==> src/mousePkg.sv <==
package mousePkg;

	// ----------------------------------------
	// Types
	// ----------------------------------------
	typedef logic [7:0] ps2Byte;
	typedef logic [9:0] coordX;
	typedef logic [9:0] coordY;
	// Sign bit from the status byte, then the data byte
	typedef logic signed [8:0] mouseDelta;
	// Bit 0 left, bit 1 right, bit 2 middle
	typedef logic [2:0] buttonSet;
	// RRRGGGBB
	typedef logic [7:0] rgbPixel;

	typedef enum logic [2:0] {
		SendEnable,
		WaitSent,
		WaitAck,
		WaitStatus,
		WaitDx,
		WaitDy,
		Fault
	} seqState;

	// ----------------------------------------
	// Screen and raster timing
	// ----------------------------------------
	localparam int HVisible = 640;
	localparam int VVisible = 480;
	localparam int HFront = 16;
	localparam int HSync = 96;
	localparam int HBack = 48;
	localparam int HTotal = 800;
	localparam int VFront = 10;
	localparam int VSync = 2;
	localparam int VBack = 33;
	localparam int VTotal = 525;

	// ----------------------------------------
	// Mouse protocol and display constants
	// ----------------------------------------
	localparam ps2Byte CmdEnable = 8'hF4;
	localparam ps2Byte RespAck = 8'hFA;
	localparam int CursorSize = 8;
	localparam rgbPixel CursorColour = 8'hFF;
	localparam rgbPixel BackColour = 8'h03;
	localparam int FilterDepth = 8;
	// About 100 us at 25 MHz
	localparam int InhibitCycles = 2600;

endpackage

==> src/ps2ClockFilter.sv <==
`timescale 1ns/1ps

module ps2ClockFilter (
	input logic CLK0,
	input logic reset,
	input logic ps2ClkIn,
	output logic ps2ClkLevel,
	output logic ps2ClkFall
);
	import mousePkg::*;

	logic [FilterDepth-1:0] samples;
	logic levelPrev;

	always_ff @(posedge CLK0) begin
		if (reset) begin
			// Idle bus floats high
			samples <= '1;
			ps2ClkLevel <= 1'b1;
			levelPrev <= 1'b1;
		end else begin
			samples <= {samples[FilterDepth-2:0], ps2ClkIn};
			levelPrev <= ps2ClkLevel;
			// Hysteresis, level only moves on a full run of equal samples
			if (samples == '1) begin
				ps2ClkLevel <= 1'b1;
			end else if (samples == '0) begin
				ps2ClkLevel <= 1'b0;
			end
		end
	end

	// One cycle wide, right after the level drops
	assign ps2ClkFall = levelPrev & ~ps2ClkLevel;

endmodule

==> src/ps2Receiver.sv <==
`timescale 1ns/1ps

module ps2Receiver (
	input logic CLK0,
	input logic reset,
	input logic ps2ClkFall,
	input logic ps2DataIn,
	input logic rxEnable,
	output logic rxValid,
	output mousePkg::ps2Byte rxByte,
	output logic rxError
);
	import mousePkg::*;

	logic [3:0] bitCount;
	logic [9:0] frame;
	logic [10:0] nextFrame;
	logic lastBit;
	logic frameOk;

	// Bits arrive LSB first and enter at the top
	assign nextFrame = {ps2DataIn, frame};
	assign lastBit = ps2ClkFall && (bitCount == 4'd10);

	// Start low, odd parity over data and parity bit, stop high
	assign frameOk = !nextFrame[0] && (^nextFrame[9:1]) && nextFrame[10];

	// ----------------------------------------
	// Frame counter and strobes
	// ----------------------------------------
	always_ff @(posedge CLK0) begin
		if (reset || !rxEnable) begin
			bitCount <= '0;
			rxValid <= 1'b0;
			rxError <= 1'b0;
		end else begin
			rxValid <= 1'b0;
			rxError <= 1'b0;
			if (ps2ClkFall) begin
				if (lastBit) begin
					bitCount <= '0;
					rxValid <= frameOk;
					rxError <= !frameOk;
				end else begin
					bitCount <= bitCount + 4'd1;
				end
			end
		end
	end

	// ----------------------------------------
	// Shift register and byte output
	// ----------------------------------------
	always_ff @(posedge CLK0) begin
		if (!rxEnable) begin
			frame <= '0;
		end else if (ps2ClkFall) begin
			frame <= nextFrame[10:1];
		end
		if (rxEnable && lastBit) begin
			rxByte <= nextFrame[8:1];
		end
	end

endmodule

==> src/ps2Transmitter.sv <==
`timescale 1ns/1ps

module ps2Transmitter (
	input logic CLK0,
	input logic reset,
	input logic ps2ClkFall,
	input logic ps2DataIn,
	input logic txStart,
	input mousePkg::ps2Byte txByte,
	output logic ps2ClkPull,
	output logic ps2DataPull,
	output logic txBusy,
	output logic txDone
);
	import mousePkg::*;

	typedef enum logic [1:0] {
		TxIdle,
		TxInhibit,
		TxShift,
		TxAck
	} txState;

	txState state;
	logic [$clog2(InhibitCycles)-1:0] inhibitCount;
	logic [3:0] bitCount;
	ps2Byte heldByte;
	logic [9:0] frameBits;

	// Data LSB first, odd parity, then the released stop bit
	assign frameBits = {1'b1, ~^heldByte, heldByte};
	assign txBusy = (state != TxIdle);

	always_ff @(posedge CLK0) begin
		if (reset) begin
			state <= TxIdle;
			inhibitCount <= '0;
			bitCount <= '0;
			ps2ClkPull <= 1'b0;
			ps2DataPull <= 1'b0;
			txDone <= 1'b0;
		end else begin
			txDone <= 1'b0;
			case (state)
				TxIdle: begin
					if (txStart) begin
						state <= TxInhibit;
						inhibitCount <= '0;
						ps2ClkPull <= 1'b1;
					end
				end
				TxInhibit: begin
					// Falls seen here come from our own clock pull
					if (inhibitCount == InhibitCycles - 1) begin
						// Request to send, start bit low and clock released
						ps2ClkPull <= 1'b0;
						ps2DataPull <= 1'b1;
						bitCount <= '0;
						state <= TxShift;
					end else begin
						inhibitCount <= inhibitCount + 1'b1;
					end
				end
				TxShift: begin
					if (ps2ClkFall) begin
						ps2DataPull <= ~frameBits[bitCount];
						if (bitCount == 4'd9) begin
							state <= TxAck;
						end else begin
							bitCount <= bitCount + 4'd1;
						end
					end
				end
				TxAck: begin
					if (ps2ClkFall) begin
						if (!ps2DataIn) begin
							txDone <= 1'b1;
							state <= TxIdle;
						end else begin
							// No acknowledge, so send the frame again
							state <= TxInhibit;
							inhibitCount <= '0;
							ps2ClkPull <= 1'b1;
						end
					end
				end
				default: state <= TxIdle;
			endcase
		end
	end

	always_ff @(posedge CLK0) begin
		if (state == TxIdle && txStart) begin
			heldByte <= txByte;
		end
	end

endmodule

==> src/mouseCommandSequencer.sv <==
`timescale 1ns/1ps

module mouseCommandSequencer (
	input logic CLK0,
	input logic reset,
	input logic txBusy,
	input logic txDone,
	input logic rxValid,
	input mousePkg::ps2Byte rxByte,
	input logic rxError,
	output logic txStart,
	output mousePkg::ps2Byte txByte,
	output logic rxEnable,
	output logic packetValid,
	output mousePkg::ps2Byte statusByte,
	output mousePkg::ps2Byte dxByte,
	output mousePkg::ps2Byte dyByte
);
	import mousePkg::*;

	seqState state;

	// Receiver stays off while the host owns the bus
	assign rxEnable = ~txStart & ~txBusy & (state != SendEnable);

	// ----------------------------------------
	// Control FSM
	// ----------------------------------------
	always_ff @(posedge CLK0) begin
		if (reset) begin
			state <= SendEnable;
			txStart <= 1'b0;
			packetValid <= 1'b0;
		end else begin
			txStart <= 1'b0;
			packetValid <= 1'b0;
			case (state)
				SendEnable: begin
					txStart <= 1'b1;
					state <= WaitSent;
				end
				WaitSent: begin
					if (txDone) begin
						state <= WaitAck;
					end
				end
				WaitAck: begin
					if (rxError) begin
						state <= Fault;
					end else if (rxValid) begin
						state <= (rxByte == RespAck) ? WaitStatus : Fault;
					end
				end
				WaitStatus: begin
					// Bit 3 is always set in a real status byte
					if (rxValid && rxByte[3]) begin
						state <= WaitDx;
					end
				end
				WaitDx: begin
					if (rxError) begin
						state <= WaitStatus;
					end else if (rxValid) begin
						state <= WaitDy;
					end
				end
				WaitDy: begin
					if (rxError) begin
						state <= WaitStatus;
					end else if (rxValid) begin
						packetValid <= 1'b1;
						state <= WaitStatus;
					end
				end
				// Fault holds until reset
				default: state <= Fault;
			endcase
		end
	end

	// ----------------------------------------
	// Packet bytes
	// ----------------------------------------
	always_ff @(posedge CLK0) begin
		if (state == SendEnable) begin
			txByte <= CmdEnable;
		end
		if (rxValid) begin
			if (state == WaitStatus && rxByte[3]) begin
				statusByte <= rxByte;
			end
			if (state == WaitDx) begin
				dxByte <= rxByte;
			end
			if (state == WaitDy) begin
				dyByte <= rxByte;
			end
		end
	end

endmodule

==> src/cursorPosition.sv <==
`timescale 1ns/1ps

module cursorPosition (
	input logic CLK0,
	input logic reset,
	input logic packetValid,
	input mousePkg::ps2Byte statusByte,
	input mousePkg::ps2Byte dxByte,
	input mousePkg::ps2Byte dyByte,
	output mousePkg::coordX cursorX,
	output mousePkg::coordY cursorY,
	output mousePkg::buttonSet buttons
);
	import mousePkg::*;

	mouseDelta dx;
	mouseDelta dy;
	logic signed [11:0] sumX;
	logic signed [11:0] sumY;

	function automatic logic [9:0] clampCoord(input logic signed [11:0] value, input int limit);
		if (value < 0) begin
			return '0;
		end else if (value > limit) begin
			return 10'(limit);
		end
		return value[9:0];
	endfunction

	// Sign bits live in the status byte
	assign dx = {statusByte[4], dxByte};
	assign dy = {statusByte[5], dyByte};

	// Mouse Y grows upward, screen Y grows downward
	assign sumX = $signed({2'b00, cursorX}) + dx;
	assign sumY = $signed({2'b00, cursorY}) - dy;

	always_ff @(posedge CLK0) begin
		if (reset) begin
			// Screen centre
			cursorX <= coordX'(HVisible / 2);
			cursorY <= coordY'(VVisible / 2);
			buttons <= '0;
		end else if (packetValid) begin
			cursorX <= coordX'(clampCoord(sumX, HVisible - CursorSize));
			cursorY <= coordY'(clampCoord(sumY, VVisible - CursorSize));
			buttons <= statusByte[2:0];
		end
	end

endmodule

==> src/vgaCursorRaster.sv <==
`timescale 1ns/1ps

module vgaCursorRaster (
	input logic CLK0,
	input logic reset,
	input mousePkg::coordX cursorX,
	input mousePkg::coordY cursorY,
	output logic hSync,
	output logic vSync,
	output mousePkg::rgbPixel pixel
);
	import mousePkg::*;

	coordX hCount;
	coordY vCount;
	logic visible;
	logic inCursor;
	logic hPulse;
	logic vPulse;

	// ----------------------------------------
	// Free-running counters
	// ----------------------------------------
	always_ff @(posedge CLK0) begin
		if (reset) begin
			hCount <= '0;
			vCount <= '0;
		end else if (hCount == HTotal - 1) begin
			hCount <= '0;
			vCount <= (vCount == VTotal - 1) ? '0 : vCount + 1'b1;
		end else begin
			hCount <= hCount + 1'b1;
		end
	end

	assign visible = (hCount < HVisible) && (vCount < VVisible);
	assign inCursor = (hCount >= cursorX) && (hCount < cursorX + CursorSize)
		&& (vCount >= cursorY) && (vCount < cursorY + CursorSize);

	// Sync windows sit after the front porch
	assign hPulse = (hCount >= HVisible + HFront) && (hCount < HVisible + HFront + HSync);
	assign vPulse = (vCount >= VVisible + VFront) && (vCount < VVisible + VFront + VSync);

	// ----------------------------------------
	// Output stage, syncs and colour together
	// ----------------------------------------
	always_ff @(posedge CLK0) begin
		if (reset) begin
			hSync <= 1'b1;
			vSync <= 1'b1;
			pixel <= '0;
		end else begin
			hSync <= ~hPulse;
			vSync <= ~vPulse;
			if (!visible) begin
				pixel <= '0;
			end else if (inCursor) begin
				pixel <= CursorColour;
			end else begin
				pixel <= BackColour;
			end
		end
	end

endmodule

==> src/mouseVgaTop.sv <==
`timescale 1ns/1ps

module mouseVgaTop (
	input logic CLK0,
	input logic reset,
	input logic ps2ClkIn,
	input logic ps2DataIn,
	output logic ps2ClkPull,
	output logic ps2DataPull,
	output logic hSync,
	output logic vSync,
	output logic frameError,
	output mousePkg::rgbPixel pixel,
	output mousePkg::coordX cursorX,
	output mousePkg::coordY cursorY,
	output mousePkg::buttonSet buttons
);
	import mousePkg::*;

	logic ps2ClkFall;
	logic rxEnable;
	logic rxValid;
	ps2Byte rxByte;
	logic txStart;
	ps2Byte txByte;
	logic txBusy;
	logic txDone;
	logic packetValid;
	ps2Byte statusByte;
	ps2Byte dxByte;
	ps2Byte dyByte;

	// ----------------------------------------
	// PS/2 side
	// ----------------------------------------
	ps2ClockFilter clockFilter (
		.CLK0(CLK0), .reset(reset), .ps2ClkIn(ps2ClkIn),
		.ps2ClkLevel(), .ps2ClkFall(ps2ClkFall)
	);

	// Frame errors go straight out as frameError
	ps2Receiver receiver (
		.CLK0(CLK0), .reset(reset), .ps2ClkFall(ps2ClkFall), .ps2DataIn(ps2DataIn),
		.rxEnable(rxEnable), .rxValid(rxValid), .rxByte(rxByte), .rxError(frameError)
	);

	ps2Transmitter transmitter (
		.CLK0(CLK0), .reset(reset), .ps2ClkFall(ps2ClkFall), .ps2DataIn(ps2DataIn),
		.txStart(txStart), .txByte(txByte), .ps2ClkPull(ps2ClkPull),
		.ps2DataPull(ps2DataPull), .txBusy(txBusy), .txDone(txDone)
	);

	mouseCommandSequencer sequencer (
		.CLK0(CLK0), .reset(reset), .txBusy(txBusy), .txDone(txDone),
		.rxValid(rxValid), .rxByte(rxByte), .rxError(frameError),
		.txStart(txStart), .txByte(txByte), .rxEnable(rxEnable),
		.packetValid(packetValid), .statusByte(statusByte),
		.dxByte(dxByte), .dyByte(dyByte)
	);

	// ----------------------------------------
	// Cursor and display
	// ----------------------------------------
	cursorPosition position (
		.CLK0(CLK0), .reset(reset), .packetValid(packetValid),
		.statusByte(statusByte), .dxByte(dxByte), .dyByte(dyByte),
		.cursorX(cursorX), .cursorY(cursorY), .buttons(buttons)
	);

	vgaCursorRaster raster (
		.CLK0(CLK0), .reset(reset), .cursorX(cursorX), .cursorY(cursorY),
		.hSync(hSync), .vSync(vSync), .pixel(pixel)
	);

endmodule

==> config.mk <==
export PLATFORM = sky130hd
export DESIGN_NAME = mouseVgaTop
export DESIGN_NICKNAME = d
export VERILOG_FILES = /design/src/mousePkg.sv /design/src/ps2ClockFilter.sv /design/src/ps2Receiver.sv /design/src/ps2Transmitter.sv /design/src/mouseCommandSequencer.sv /design/src/cursorPosition.sv /design/src/vgaCursorRaster.sv /design/src/mouseVgaTop.sv
export SDC_FILE = /design/constraint.sdc
export NUM_CORES = 1
export LEC_CHECK = 0
export ABC_AREA = 1
export BUFFER_PORTS_ARGS = -buffer_cell sky130_fd_sc_hd__buf_2
export CAP_MARGIN = 20
export CORE_MARGIN = 4
export CORE_UTILIZATION = 62
export DETAILED_ROUTE_END_ITERATION = 10
export GPL_TIMING_DRIVEN = 0
export PLACE_DENSITY_LB_ADDON = 0.2
export SYNTH_ARGS = -nofsm -noshare
export SYNTH_HDL_FRONTEND = slang
export SYNTH_SLANG_ARGS = --single-unit
==> constraint.sdc <==
create_clock -name CLK0 -period 2.55 [get_ports CLK0]
set_clock_uncertainty 0.05 [all_clocks]
set_input_delay 0.51 -clock CLK0 [delete_from_list [all_inputs] [get_ports CLK0]]
set_output_delay 0.51 -clock CLK0 [all_outputs]
set_load 0.005 [all_outputs]
==> qor.txt, run 1 <==
Status -> finished clean
Total Routed Length -> 17,310 um
Largest net degree at the start of global routing -> 17
Max_slew headroom -> 28.32%
IO Port Bufs -> 38
Drt first pass iters -> 5
Routability cong. -> 0.9462
Syn Inst Count -> 996
WL per Instance -> 13.95 um
Layout cell share with drive strength beyond 1 -> 13.79%
Yosys warning total -> 0
Post-synth top area cell -> dfxtp_1
Fin crit period -> 2.480 ns
Overall Global Routing Usage -> 24.82%
Synth Area per Inst -> 7.760 um2
Post-route ant nets -> 0
Initial Utilization -> 63.81%
Vias per cell -> 5.395
Synth cell count leaders -> nand2_1 (193), inv_1 (142), dfxtp_1 (100)
Max-slew violations -> 0
Synthesized Nets -> 1,073
Global route total overflow -> 0
Crit start category -> flop
Psw -> 1584 uW
Post-synth EDFFs -> 29
Hold Crit Endpoint -> clockFilter.samples[0]$_SDFF_PP1_
Core Util, Final -> 73.46%
Ant diodes -> 0
Sw Ratio -> 28.03%
Worst Hold Class -> in -> reg
Die width -> 119.7 um
Tot Pwr -> 5650 uW
Core area -> 0.01211 mm2
Area Growth Syn to Fin -> 15.12%
Clk buf depth -> 2
Cell Area, Synth -> 0.007729 mm2
Crit Reg-Reg Startpoint -> sequencer.dyByte[0]$_DFFE_PP_
Routed vias -> 6,695
Area used by multi-input combinational logic -> 0.004289 mm2
Latest clock arrival within the worst-skew pair -> 0.42 ns
Final Net Count -> 1,137
Placement Setup Slack -> 0.01212 ns
P_leak -> 0.004066 uW
Dominant synthesized flop cell -> dfxtp_1
Initial antenna violation count -> 0
Fillers -> 918
R2R Setup Slk -> 0.07 ns
Top cell type's share of synthesized area -> 25.90%
Post-CTS Hold Fix Bufs -> 0
Synth cell types -> 57
Sequential power share -> 39.5%
Number of max-cap violations -> 0
Crit path kind -> reg -> reg
1st-iter DRT viols -> 384
Final setup violation count -> 0
Ranking of synthesized cells by area -> dfxtp_1 (26%), ha_1 (11%), edfxtp_1 (11%)
Most common cell in the netlist -> nand2_1
Flop and latch count out of synthesis -> 129
HPWL after detailed placement -> 12,850 um
CP max FO -> 6
Hold path cells -> 2
Power per cell area -> 635.0 mW/mm2
Comb pwr share -> 15.7%
Sink Count -> 129
RSZ-0062 raised after global routing -> yes
Post-synth ARST share -> 0%
Final worst path period share -> 97.27%
VDD IR max -> 645.7 uV
TritonCTS buffer count -> 17
Share of the yosys chip area belonging to registers -> 37.17%
Final worst setup slack -> 0.06964 ns
Root Buffer -> clkbuf_16
IO Count -> 40
Internal -> 4067 uW
CTS tree -> built
FF/Latch Area -> 0.002878 mm2
Worst path required time -> 2.81 ns
Clock network fraction of total power -> 44.8%
Die height -> 119.7 um
First-pass GRT wire length -> 28,770 um
Maximum clock rate -> 403.2 MHz
Drt drc -> 0
Slew @ Worst Pin -> 1.065 ns
CTS H-tree lvls -> 4
Clk pin slew, worst setup/hold paths -> 0.06 ns
Worst setup EP type -> flop
Worst r2r path cells -> 14
Total number of placement rows -> 40
Placed cell count -> 1,202
HP Start -> ps2ClkIn
Total die area -> 0.01432 mm2
Worst EP arrival -> 2.74 ns
Endpoints failing hold -> 0
Vias in the first global route -> 6,160
Reg2reg end -> position.cursorY[4]$_SDFFE_PP1P_
Non-Filler Instances -> 1,241
==> through the flow <==
stage | hold WS (ns) | instance area [um2] | setup TNS [ns]
2_1_floorplan | 0.3575 | 7729 | 0
3_3_place_gp | 0.3747 | 8129 | 0
3_5_place_dp | 0.3708 | 8129 | 0
4_1_cts | 0.2185 | 8760 | 0
5_1_grt | 0.2306 | 8897 | -0.1694
6_report | 0.2318 | 8897 | 0
==> worst max path at each step <==
| stage | to | start |
|---|---|---|
| 6_report | position.cursorY[4]$_SDFFE_PP1P_ | sequencer.dyByte[0]$_DFFE_PP_ |
| 5_1_grt | position.cursorY[8]$_SDFFE_PP0P_ | sequencer.dyByte[0]$_DFFE_PP_ |
| 4_1_cts | position.cursorY[7]$_SDFFE_PP1P_ | position.cursorY[0]$_SDFFE_PP0P_ |
| 3_5_place_dp | position.cursorX[2]$_SDFFE_PP0P_ | position.cursorX[0]$_SDFFE_PP0P_ |
| 3_3_place_gp | position.cursorX[7]$_SDFFE_PP0P_ | position.cursorX[0]$_SDFFE_PP0P_ |
| 2_1_floorplan | position.cursorY[4]$_SDFFE_PP1P_ | position.cursorY[0]$_SDFFE_PP0P_ |
==> flip-flops by register name, summed over array words and instances, names as in the netlist, 2 cells and up, named ones only <==
register,count
transmitter.inhibitCount,12
position.cursorX,10
position.cursorY,10
raster.hCount,10
raster.vCount,10
receiver.frame,10
clockFilter.samples,8
receiver.rxByte,8
sequencer.dxByte,8
sequencer.dyByte,8
sequencer.statusByte,5
receiver.bitCount,4
transmitter.bitCount,4
position.buttons,3
sequencer.state,3
raster.pixel,2
transmitter.state,2
==> cell usage in the layout, fill, tap and decap left out, types with 26 or more instances in the layout <==
cell	netlist	layout
nand3_1	67	64
ha_1	71	67
dfxtp_1	100	98
nor2_1	82	82
edfxtp_1	29	29
nor3_1	26	26
nand2_1	193	191
buf_2	1	39
a21oi_1	74	72
inv_1	142	142
==> timing repair <==
action,in CTS,in global routing
resized for setup,2,18
endpoints found under the setup margin,6,17
buffers inserted,0,7
pin swaps,1,12
==> power groups by stage <==
stage          registers [uW]  clock network [uW]  logic (uW)
6_report                 2230                2530         885
5_1_grt                  2240                2670        1020
4_1_cts                  2230                2560         882
3_5_place_dp             2280                   0         871
3_3_place_gp             2270                   0         856
2_1_floorplan            2260                   0         692
==> kinds of logic after synthesis <==
logic type                 synth area share (%)
adders and majority gates                 12.01
buffers and inverters                     8.418
xor gates and xnor gates                  3.950
AOI/OAI and AO/OA                         11.01
and+or+nand+nor                           27.44
DFF                                       37.17
==> layout make-up <==
| cell class | instances | area share, % |
|---|---|---|
| Tap cell | 168 | 2.363 |
| Buffer | 17 | 0.9844 |
| Clock buffer | 19 | 5.105 |
| Multi-Input combinational cell | 700 | 48.21 |
| Timing Repair Buffer | 45 | 2.728 |
| Clock inverter | 13 | 1.941 |
| Inverter | 150 | 6.328 |
| Sequential cell | 129 | 32.34 |
==> metal layers <==
| metal | track usage, % | vias up | part of all wire (%) |
|---|---|---|---|
| li1 | - | 3447 | - |
| met1 | 31.60 | 3018 | 45 |
| met2 | 41.49 | 197 | 48 |
| met3 | 5.467 | 33 | 5.1 |
| met4 | 9.162 | 0 | 2.1 |
| met5 | 0 | - | 0 |
==> worst max-delay path, stage by stage (launching register included) <==
cell      delay [ns]
edfxtp_1        0.43
ha_4            0.20
fa_2            0.41
o21ai_2         0.20
nand2_2         0.09
o21bai_4        0.16
a21oi_2         0.08
nand2_1         0.09
nand2_2         0.06
nor2_4          0.20
nand2_4         0.10
nand2_4         0.10
nand3_1         0.08
nand2_1         0.08
inv_1           0.03
Power figures use the tool's default switching activity.
==> inputs of run 2 (changes only) <==
--- a/config.mk
+++ b/config.mk
@@ -12,7 +12,8 @@
 export CORE_UTILIZATION = 62
 export DETAILED_ROUTE_END_ITERATION = 10
 export GPL_TIMING_DRIVEN = 0
-export PLACE_DENSITY_LB_ADDON = 0.2
+export PLACE_DENSITY = 0.86
+export SETUP_SLACK_MARGIN = 0.5
 export SYNTH_ARGS = -nofsm -noshare
 export SYNTH_HDL_FRONTEND = slang
 export SYNTH_SLANG_ARGS = --single-unit
==> qor.txt, run 2 (synthesis gave the netlist of run 1 again) <==
Total number of placement rows -> 40 (unchanged)
Hold path cells -> 2 (unchanged)
Worst EP arrival -> 2.79 ns (was 2.74 ns)
RSZ-0062 raised after global routing -> yes (unchanged)
Most used cell, CP -> nand2_2
Crit path kind -> reg -> reg (unchanged)
Worst path required time -> 2.84 ns (was 2.81 ns)
Overall Global Routing Usage -> 26.29% (was 24.82%)
Final worst path period share -> 98.08% (was 97.27%)
VDD IR max -> 984.9 uV (was 645.7 uV)
Final Net Count -> 1,163 (was 1,137)
Drt first pass iters -> 5 (unchanged)
Routed vias -> 7,390 (was 6,695)
Slowest CP cell -> edfxtp_1 (unchanged)
Slew @ Worst Pin -> 0.9783 ns (was 1.065 ns)
Routability cong. -> 0.9269 (was 0.9462)
IO Port Bufs -> 38 (unchanged)
Sink Count -> 129 (unchanged)
Die height -> 119.7 um (unchanged)
Crit start category -> flop (unchanged)
Clk buf depth -> 2 (unchanged)
Max reg flops -> 12 (unchanged)
Crit Reg-Reg Startpoint -> sequencer.dxByte[0]$_DFFE_PP_ (was sequencer.dyByte[0]$_DFFE_PP_)
TritonCTS buffer count -> 17 (unchanged)
Largest stage delay on the critical path -> 0.42 ns (was 0.43 ns)
CP top delay family -> simple AND/OR/NAND/NOR gates (unchanged)
Buffers & Inverters on Critical Path -> 0 (was 1)
HPWL after detailed placement -> 13,180 um (was 12,850 um)
R2R Setup Slk -> 0.05 ns (was 0.07 ns)
Core area -> 0.01211 mm2 (unchanged)
CTS tree -> built (unchanged)
Most frequent cells in the layout -> nand2_1 (176), inv_1 (132), dfxtp_1 (82) (was nand2_1 (191), inv_1 (142), dfxtp_1 (98))
Core Util, Final -> 79.01% (was 73.46%)
Area Growth Syn to Fin -> 23.81% (was 15.12%)
Total Routed Length -> 20,990 um (was 17,310 um)
Post-route ant nets -> 0 (unchanged)
CP max FO -> 6 (unchanged)
Hold Crit Endpoint -> clockFilter.samples[0]$_SDFF_PP1_ (unchanged)
Final worst setup slack -> 0.04906 ns (was 0.06964 ns)
Ant diodes -> 0 (unchanged)
Psw -> 1763 uW (was 1584 uW)
Leading cell type in the layout, fill and taps excluded -> nand2_1 (unchanged)
Worst r2r path cells -> 15 (was 14)
Number of max-cap violations -> 0 (unchanged)
Reg2reg end -> position.cursorX[2]$_SDFFE_PP0P_ (was position.cursorY[4]$_SDFFE_PP1P_)
Max_slew headroom -> 34.18% (was 28.32%)
P_leak -> 0.004261 uW (was 0.004066 uW)
Largest net degree at the start of global routing -> 17 (unchanged)
Sequential power share -> 39.1% (was 39.5%)
Vias per cell -> 5.833 (was 5.395)
Placement Setup Slack -> 0.1629 ns (was 0.01212 ns)
First-pass GRT wire length -> 30,530 um (was 28,770 um)
Maximum clock rate -> 399.9 MHz (was 403.2 MHz)
Sw Ratio -> 30.81% (was 28.03%)
Clock network fraction of total power -> 38.5% (was 44.8%)
Total die area -> 0.01432 mm2 (unchanged)
Clk pin slew, worst setup/hold paths -> 0.06 ns (about the same)
Drt drc -> 0 (unchanged)
CTS H-tree lvls -> 4 (unchanged)
Initial Utilization -> 63.81% (unchanged)
Endpoints failing hold -> 0 (unchanged)
Comb pwr share -> 22.4% (was 15.7%)
Tot Pwr -> 5720 uW (was 5650 uW)
Global route total overflow -> 0 (unchanged)
Initial antenna violation count -> 0 (unchanged)
Top reg by flops -> transmitter.inhibitCount (unchanged)
WL per Instance -> 16.56 um (was 13.95 um)
Internal -> 3958 uW (was 4067 uW)
1st-iter DRT viols -> 461 (was 384)
Layout cell share with drive strength beyond 1 -> 25.48% (was 13.79%)
IO Count -> 40 (unchanged)
Root Buffer -> clkbuf_16 (unchanged)
HP Start -> ps2ClkIn (unchanged)
Vias in the first global route -> 6,657 (was 6,160)
Worst Hold Class -> in -> reg (unchanged)
Fin crit period -> 2.501 ns (was 2.480 ns)
Max-slew violations -> 0 (unchanged)
Worst setup EP type -> flop (unchanged)
Status -> finished clean (unchanged)
Power per cell area -> 597.8 mW/mm2 (was 635.0 mW/mm2)
Die width -> 119.7 um (unchanged)
Crit path cell chain -> ha_4 -> fa_2 -> nand3_2 -> nand3_4 -> nand2_4 -> nand2_1 -> nand2_2 -> nand2_2 -> nand3_2 -> o21ai_2 -> nand2_2 -> nand2_2 -> nor2_4 -> nand3_2 -> o21ai_1 (was ha_4 -> fa_2 -> o21ai_2 -> nand2_2 -> o21bai_4 -> a21oi_2 -> nand2_1 -> nand2_2 -> nor2_4 -> nand2_4 -> nand2_4 -> nand3_1 -> nand2_1 -> inv_1)
Final setup violation count -> 0 (unchanged)
Latest clock arrival within the worst-skew pair -> 0.42 ns (about the same)
Stages on worst setup path -> 15 (was 14)
run 2: changes by cell type in the layout (fill, tap and decap cells not counted), moves of 12 or more:
cell / previous run / this run
buf_4: 13 / 38
nor2_1: 82 / 70
dfxtp_1: 98 / 82
dfxtp_2: 1 / 13
nand2_1: 191 / 176
nand3_1: 64 / 43
ha_1: 67 / 54
nand3_2: 8 / 24
run 2: layer usage:
metal  share of wire (%)  vias to the layer above  GRT usage (%)
li1                    -                     3502              -
met5                   0                        -              0
met3                 6.7                      107          6.598
met2                  50                      343          45.34
met1                  39                     3438          31.42
met4                 4.3                        0          10.52
run 2: cell type report:
type                            instances  area, um2
Multi-Input combinational cell        700       4815
Sequential cell                       129       2908
Fill cell                             760       2542
Inverter                              150      565.5
Clock buffer                           20      456.7
Timing Repair Buffer                   71      441.7
Tap cell                              168      210.2
Buffer                                 17      87.58
Clock inverter                         12      85.08
run 2: metrics by stage:
| step | cell area, um2 | TNS (ns) | hold WS, ns | std cells |
|---|---|---|---|---|
| after global routing | 9569 | -0.2190 | 0.2187 | 1267 |
| after floorplan | 7801 | 0 | 0.3575 | 996 |
| after CTS | 9077 | 0 | 0.2149 | 1252 |
| after global placement | 8202 | 0 | 0.3765 | 1202 |
| after detailed placement | 8202 | 0 | 0.3782 | 1202 |
| final | 9569 | 0 | 0.2218 | 1267 |
run 2: how the worst max path moves through the flow:
stage	startpoint	endpoint	slack (ns)
final	sequencer.dxByte[0]$_DFFE_PP_	position.cursorX[2]$_SDFFE_PP0P_	0.05
after global routing	sequencer.dxByte[6]$_DFFE_PP_	position.cursorX[2]$_SDFFE_PP0P_	-0.07
after CTS	sequencer.dxByte[0]$_DFFE_PP_	position.cursorX[2]$_SDFFE_PP0P_	0.25
after detailed placement	sequencer.statusByte[4]$_DFFE_PP_	position.cursorX[3]$_SDFFE_PP0P_	0.16
after global placement	sequencer.statusByte[4]$_DFFE_PP_	position.cursorX[3]$_SDFFE_PP0P_	0.19
after floorplan	position.cursorY[0]$_SDFFE_PP0P_	position.cursorY[4]$_SDFFE_PP1P_	0.41
run 2: power by group through the flow:
| stage | clock network (uW) | registers, uW | logic [uW] |
|---|---|---|---|
| 2_1_floorplan | 0 | 2260 | 692 |
| 3_3_place_gp | 0 | 2270 | 843 |
| 3_5_place_dp | 0 | 2280 | 866 |
| 4_1_cts | 2210 | 2230 | 968 |
| 5_1_grt | 2320 | 2240 | 1400 |
| 6_report | 2200 | 2240 | 1280 |
run 2: worst register-to-register path: stages (launching register included):
cell,delay [ns]
edfxtp_1,0.42
ha_4,0.19
fa_2,0.37
nand3_2,0.10
nand3_4,0.12
nand2_4,0.11
nand2_1,0.08
nand2_2,0.07
nand2_2,0.08
nand3_2,0.09
o21ai_2,0.08
nand2_2,0.14
nand2_2,0.09
nor2_4,0.19
nand3_2,0.09
o21ai_1,0.15
run 2: repair_timing:
item                                    in CTS  in global routing
hold buffers                                 0                  0
resized for setup                           49                100
buffers inserted                            18                 15
pin swaps                                   22                 31
endpoints found under the setup margin      34                 44
gates cloned                                 0                  0
